## config.mk

```make
export PLATFORM = sky130hd
export DESIGN_NAME = bfly_control_fsm
export DESIGN_NICKNAME = d
export VERILOG_FILES = /design/src/source/butterfly_pkg.sv /design/src/source/bfly_control_fsm.sv
export SDC_FILE = /design/constraint.sdc
export NUM_CORES = 1
export LEC_CHECK = 0
export ABC_AREA = 1
export BUFFER_PORTS_ARGS = -buffer_cell sky130_fd_sc_hd__buf_2
export CORE_AREA = 2 2 39 41
export CTS_CLUSTER_SIZE = 8
export DETAILED_ROUTE_END_ITERATION = 10
export DIE_AREA = 0 0 41 43
export PLACE_DENSITY = 0.34
export SYNTH_ARGS = -nofsm -noshare
export SYNTH_HDL_FRONTEND = slang
export SYNTH_SLANG_ARGS = --single-unit
```

## constraint.sdc

```tcl
create_clock -name clk -period 0.8 [get_ports clk]
set_input_delay 0.12 -clock clk [delete_from_list [all_inputs] [get_ports clk]]
set_output_delay 0.12 -clock clk [all_outputs]
set_load 0.01 [all_outputs]
```

## src/source/butterfly_pkg.sv

```systemverilog
// q16.16 signed samples only; products truncate toward minus infinity and sums wrap modulo 2^32
`default_nettype none

package butterfly_pkg;

  // ========================================
  // fixed-point format
  // ========================================

  // total sample width in bits
  localparam int data_width = 32;
  // fraction bits, so one lsb is 2^-16
  localparam int frac_bits = 16;

  // ========================================
  // datapath types
  // ========================================

  // one complex sample, real part in the upper half
  typedef struct packed {
    logic signed [data_width-1:0] re;
    logic signed [data_width-1:0] im;
  } complex_t;

  // operand set of a single butterfly
  // c = a + w*b, d = a - w*b
  typedef struct packed {
    complex_t a;
    complex_t b;
    complex_t w;
  } butterfly_in_t;

  // result pair of a single butterfly
  typedef struct packed {
    complex_t c;
    complex_t d;
  } butterfly_out_t;

  // ========================================
  // sequencer states
  // ========================================

  // IDLE waits for a batch, COMP walks the lanes,
  // DONE holds results until the consumer takes them
  typedef enum logic [1:0] {
    IDLE = 2'd0,
    COMP = 2'd1,
    DONE = 2'd2
  } bfly_state_e;

endpackage

`default_nettype wire

```

## src/source/bfly_control_fsm.sv

```systemverilog
// one batch in flight at a time; relies on last being asserted in the final compute cycle
`default_nettype none
`timescale 1ns/100ps

module bfly_control_fsm (
  input  logic clk,
  input  logic reset,
  input  logic recv_val,
  input  logic send_rdy,
  input  logic last,
  output logic recv_rdy,
  output logic send_val,
  output logic load,
  output logic compute
);

  import butterfly_pkg::*;

  bfly_state_e state_q;
  bfly_state_e state_d;

  // ========================================
  // state register
  // ========================================

  always_ff @(posedge clk) begin
    if (reset) begin
      state_q <= IDLE;
    end else begin
      state_q <= state_d;
    end
  end

  // ========================================
  // next state
  // ========================================

  always_comb begin
    state_d = state_q;
    case (state_q)
      IDLE: begin
        // batch accepted, lane walk starts next edge
        if (recv_val) begin
          state_d = COMP;
        end
      end
      COMP: begin
        // final lane written on this edge
        if (last) begin
          state_d = DONE;
        end
      end
      DONE: begin
        // consumer took the results
        if (send_rdy) begin
          state_d = IDLE;
        end
      end
      default: begin
        state_d = IDLE;
      end
    endcase
  end

  // ========================================
  // handshake and datapath steering
  // ========================================

  // only ready for a new batch when nothing is held
  assign recv_rdy = (state_q == IDLE);
  assign send_val = (state_q == DONE);

  // load equals acceptance, single cycle by construction
  assign load = recv_val && (state_q == IDLE);

  // lane counter enable and result write enable
  assign compute = (state_q == COMP);

endmodule

`default_nettype wire

```

==> results of run 1 <==
==> final cells by class <==
class	instances	area share, %
flip-flops and latches	2	19.9
repair buffers	10	29.8
multi-input cells	9	27.7
clock buffers	3	9.42
inverters	3	4.71
well taps	16	8.38
==> stage by stage <==
step / cell area, um^2 / hold slack [ns] / instances / power [W]
4_1_cts: 210 / 0.0500 / 43 / 0.000441
3_3_place_gp: 178 / 0.307 / 39 / 0.000194
5_1_grt: 239 / 0.0600 / 43 / 0.000474
3_5_place_dp: 178 / 0.298 / 39 / 0.000191
2_1_floorplan: 110 / 0.182 / 14 / 0.000154
6_report: 239 / 0.0539 / 43 / 0.000449
==> path summary, 6_finish.rpt <==
check / start / to / slack, ns
worst min register to register: state_q[1] / state_q[1] / 0.54
worst max register to register: state_q[0] / state_q[0] / -0.02
worst max-delay path: state_q[0] / send_val / -0.21
worst min-delay path: reset / state_q[0] / 0.05
==> power breakdown <==
part / leakage (nW) / switching [W] / total [W] / internal, W
sequential: 0.0178 / 0.00000938 / 0.000114 / 0.000105
clock: 0.0138 / 0.0000703 / 0.000237 / 0.000167
combinational: 0.0750 / 0.0000438 / 0.0000977 / 0.0000539
==> logic make-up after synthesis <==
family          after synthesis  share of synthesized area, %
compound gates                2                          13.1
simple gates                  7                          38.1
flops                         2                          38.1
buf+inv                       3                          10.7
==> cells in the mapped netlist <==
master,number,area share [%]
a21oi_1,1,4.8
dfxtp_1,2,38
a21oi_2,1,8.3
nor2_2,1,6.0
nand2_2,1,6.0
nand3b_1,2,14
nand3_1,1,4.8
inv_1,3,11
nor2_1,2,7.1
==> metal layers <==
layer	wire, um	track usage (%)
met1	106	4.14
met2	178	6.88
met3	63	2.62
met4	21	10.0
met5	0	0
==> layout by cell type (no fill, tap or decap) <==
cell type	instances
nand2_2	1
buf_4	1
nor2_4	2
a21oi_2	1
buf_6	3
buf_2	6
dfxtp_4	2
inv_1	1
a21oi_1	1
nor2_1	1
nand3b_1	2
nand3_1	1
clkbuf_4	3
inv_2	2
==> repair_timing <==
| action | in CTS | in global routing |
|---|---|---|
| pin swaps | 1 | 1 |
| gates resized for setup | 2 | 9 |
| hold buffers | 0 | 0 |
| setup buffers | 1 | 0 |
| setup endpoints to repair | 6 | 6 |
==> parameters.txt, run 1 <==
Parameter                              Value

Layout
  Registers with the highest flip-flop counts    state_q (2)
  Share of layout cells above drive strength 1    about 78%
  Biggest register    state_q
  Area of the multi-input gates    66.3 um^2
  Final nets    34
  Diodes inserted    0
  Area used by sequential logic in the layout    47.5 um^2
  Synth-to-layout area growth    127%
  Fillcell total    about 160
  Final core utilization    between 15 and 20%
  Max reg flops    2

Critical path
  Depth of the critical timing path with buffers and inverters included    3
  Delay-heaviest family, CP    flip-flops
  Cell type of the slowest stage on the worst timing path    dfxtp_4
  Maximum cell stage delay along the critical path    0.35 ns
  WP data required    0.68 ns
  Cell with the most instances on the worst path    buf_6
  Crit path DAT    between 0.8 and 0.9 ns
  Crit path launch type    flip-flop
  R2R depth    4
  Setup crit end kind    output port
  Bufs and invs on worst path    2
  Ordered list of cells on the worst path    buf_6 > nor2_4 > buf_6
  Max FO, Critical Path    3
  Kind of critical path    reg -> out

Detailed routing
  Number of nets with antenna violations after routing    0
  Detailed-route via count    roughly 140
  Wire length per cell after detailed routing    ~8.6 um
  Drt via density    approximately 3.3
  First-iteration detailed-routing DRC count    0
  First-pass detailed-route iteration total    1
  Total detailed-routing wirelength    about 370 um
  Remaining DRCs    0

Worst hold path
  Hold WC Path Type    in -> reg
  Instance count along the most critical hold path    2

STA
  Slew HR    around 92%
  Number of max-slew violations in the final report    0
  Final worst path period share    127%
  Final WS setup    -0.212 ns
  Maximum clock frequency    between 900 and 1000 MHz
  Final min period    about 1.0 ns
  Setup violation total in the final timing report    5
  Worst clock skew on the final layout    0.00748 ns
  Setup repair after global routing missed its margin    yes
  Worst Max-Slew Pin Slew    around 0.12 ns
  Hold violation total from the final report    0
  Setup Total Neg Slack    -0.755 ns

Placement
  Number of buffers added on ports    8
  Final estimated routing congestion in global placement    between 0.5 and 0.6
  Pre-CTS WS    -0.0212 ns

Clock network
  Depth of the CTS H-tree    1
  Total CTS buffers    3
  Clock Path Buffers    2
  Num Clock Sinks    2
  TritonCTS clock tree    built
  Clk Latency, worst-skew pair    0.23 ns
  Clock Root Buffer    clkbuf_4
  Clock transition at the registers of the reported paths    ~0.030 ns

Run status
  Outcome    finished, violations left
  Violated checks    negative setup slack

Floorplan
  Die Area    1760 um^2
  Height of the chip    43 um
  Initial core utilization    ~7.6%
  Area of the placeable core    between 1000 and 1500 um^2
  Die boundary width    41 um
  Core Rows    14
  Boundary Pins    9

Synth
  Number of synthesized register bits    2
  Mapped cell area    105 um^2
  Number of standard cells after synthesis    14
  Nets in the synthesized netlist    19
  Register area share after synthesis    around two fifths
  Distinct cell type count after synthesis    9
  Post-synthesis area per instance    approximately 7.5 um^2
  YS warnings    0

Global route
  Number of global-route vias before repair    around 140
  Initial antenna violation count    0
  First-pass GRT wire length    538 um
  GRT Util Overall    5.51%
  Global-route congestion overflow total    0
  Largest net degree at the start of global routing    5

Pwr
  Power density of the placed cells    approximately 1900 nW/um^2
  Standby leakage power    0.107 nW
  Peak supply drop    around 0.58 mV

Job
  Max Cap Viol    0
Power figures use the tool's default switching activity.
==> run 2, diff against run 1 <==
--- a/config.mk
+++ b/config.mk
@@ -10,2 +10,3 @@
 export CORE_AREA = 2 2 39 41
+export CTS_CLUSTER_DIAMETER = 200
 export CTS_CLUSTER_SIZE = 8
--- a/constraint.sdc
+++ b/constraint.sdc
@@ -3,2 +3,2 @@
 set_output_delay 0.12 -clock clk [all_outputs]
-set_load 0.01 [all_outputs]
+set_load 0.05 [all_outputs]
==> parameters.txt, run 2 (synthesis gave the netlist of run 1 again) <==
Parameter                              Value

Run status
  Outcome    finished, violations left
  Violated checks    negative setup slack

STA
  Worst Max-Slew Pin Slew    0.114 ns (-0.00953 ns)
  Setup violation total in the final timing report    6 (+1)
  Hold violation total from the final report    0 (unchanged)
  Final worst path period share    135% (+8.7 points)
  Final min period    1.08 ns (+0.0694 ns)
  Slew HR    92.4% (+0.63 points)
  Number of max-slew violations in the final report    0 (unchanged)
  Maximum clock frequency    924 MHz (-6.4%)
  Final WS setup    -0.282 ns (-0.0693 ns)
  Worst clock skew on the final layout    0.00145 ns (-0.00603 ns)
  Smallest hold slack    0.0734 ns (+0.0196 ns)
  Setup repair after global routing missed its margin    yes

Critical path
  Crit path launch type    flip-flop
  FF-to-FF End    state_q[0]
  RR Startpoint    state_q[1]
  Kind of critical path    reg -> out
  Max FO, Critical Path    4 (+1)
  Termination of the worst setup path    load
  R2R Setup Slk    -0.09 ns (-0.07 ns)
  Crit path DAT    0.96 ns (+0.07 ns)
  Setup crit end kind    output port
  WP data required    0.68 ns (about the same)
  Crit path from    state_q[1]
  R2R depth    4 (unchanged)

Detailed routing
  First-pass detailed-route iteration total    4 (+3)
  Total detailed-routing wirelength    358 um (-3.0%)
  Number of nets with antenna violations after routing    0 (unchanged)
  Detailed-route via count    149 (+5.7%)
  First-iteration detailed-routing DRC count    3 (+3)
  Drt via density    3.24 (-1.2%)
  Wire length per cell after detailed routing    7.78 um (-9.3%)
  Remaining DRCs    0 (unchanged)

Floorplan
  Boundary Pins    9 (unchanged)
  Die Area    1760 um^2 (unchanged)
  Core Rows    14 (unchanged)
  Area of the placeable core    1380 um^2 (unchanged)
  Initial core utilization    7.59% (unchanged)
  Die boundary width    41 um (unchanged)
  Height of the chip    43 um (unchanged)

Clock network
  Depth of the CTS H-tree    1 (unchanged)
  Total CTS buffers    3 (unchanged)
  Number of hold buffers added after cts    0 (unchanged)
  Clock Root Buffer    clkbuf_4
  TritonCTS clock tree    built
  Clk Latency, worst-skew pair    0.22 ns (about the same)
  Clock Path Buffers    2 (unchanged)
  Num Clock Sinks    2 (unchanged)
  Clock transition at the registers of the reported paths    0.03 ns (about the same)

Pwr
  Power density of the placed cells    1830 nW/um^2 (-2.6%)
  Standby leakage power    0.123 nW (+15%)
  Design Power    0.000524 W (+17%)
  Peak supply drop    0.633 mV (+9.1%)

Layout
  Final nets    37 (+8.8%)
  Synth-to-layout area growth    173%
  Top library cells by usage in the layout, fill and taps aside    buf_4, buf_2, clkbuf_4
  Diodes inserted    0 (unchanged)
  Max reg flops    2 (unchanged)
  Fillcell total    155 (unchanged)
  Biggest register    state_q
  Commonest non-fill, non-tap cell in the layout    buf_4
  Share of layout cells above drive strength 1    80.0% (+2.2 points)
  Final instance count without filler cells    46 (+7.0%)
  Cell area after layout    287 um^2 (+20%)
  Registers with the highest flip-flop counts    state_q (2)

Global route
  Number of global-route vias before repair    163 (+15%)
  Initial antenna violation count    0 (unchanged)
  First-pass GRT wire length    614 um (+14%)
  Global-route congestion overflow total    0 (unchanged)
  GRT Util Overall    5.81% (+0.30 points)
  Largest net degree at the start of global routing    5 (unchanged)

Worst hold path
  Launch instance of the worst min-delay path    reset
  Hold WC Path Type    in -> reg

Job
  Max Cap Viol    0 (unchanged)

Placement
  Number of buffers added on ports    8 (unchanged)
  Final estimated routing congestion in global placement    0.522 (-9.7%)
  Estimated wirelength of the detail-placed design    about 270 um
  Inst Count DP    42 (+7.7%)
  Pre-CTS WS    -0.156 ns (-0.134 ns)
  Post-place instance area    216 um^2 (+22%)
==> run 2: changes by cell type in the layout (fill, tap and decap cells not counted), sizes merged <==
| cell | change |
|---|---|
| buf | +3 |
| clkinvlp | +1 |
| inv | -1 |
==> run 2: cell type report <==
| class | count | area (um^2) | area share (%) |
|---|---|---|---|
| Multi-Input combinational cell | 9 | 73.8 | 25.8 |
| Tap cell | 16 | 20.0 | 6.99 |
| Timing Repair Buffer | 13 | 110 | 38.4 |
| Sequential cell | 2 | 45.0 | 15.7 |
| Clock buffer | 3 | 22.5 | 7.86 |
| Inverter | 3 | 15.0 | 5.24 |
==> run 2: worst min-delay path by stage <==
stage,endpoint,slack [ns],depth (start not counted)
after floorplan,state_q[0],0.18,1
after global placement,state_q[0],0.29,2
after detailed placement,state_q[0],0.29,2
after CTS,state_q[0],0.05,2
after global routing,state_q[0],0.06,2
final,state_q[0],0.07,2
==> run 2: worst max-delay path: stages (launching register included) <==
cell and delay, ns:
dfxtp_2 0.33, nor2_4 0.13, nand2_4 0.07, clkinvlp_4 0.07, buf_8 0.13
==> run 2: what timing repair did <==
action / in CTS / in global routing
setup buffers: 1 / 0
resized for setup: 10 / 2
cloned: 0 / 0
setup endpoints to repair: 6 / 6
pin swaps: 1 / 2
==> run 2: routing by layer <==
layer | vias up | routed length [um] | track usage (%)
met4 | 0 | 0 | 4.00
met3 | 0 | 43 | 4.71
met1 | 64 | 171 | 7.32
met2 | 9 | 143 | 6.25
li1 | 76 | - | -
met5 | - | 0 | 0
==> run 2: per-stage QoR <==
step	utilization, %	TNS (ns)
final	20.7	-1.15
after global routing	20.7	-1.49
after CTS	20.1	-1.21
after detailed placement	15.6	-0.484
after global placement	15.6	-0.411
after floorplan	-	-0.666
==> run 2: power breakdown <==
group	switching (W)	internal (W)
registers	0.0000118	0.000107
logic	0.000104	0.0000867
clock network	0.0000502	0.000165
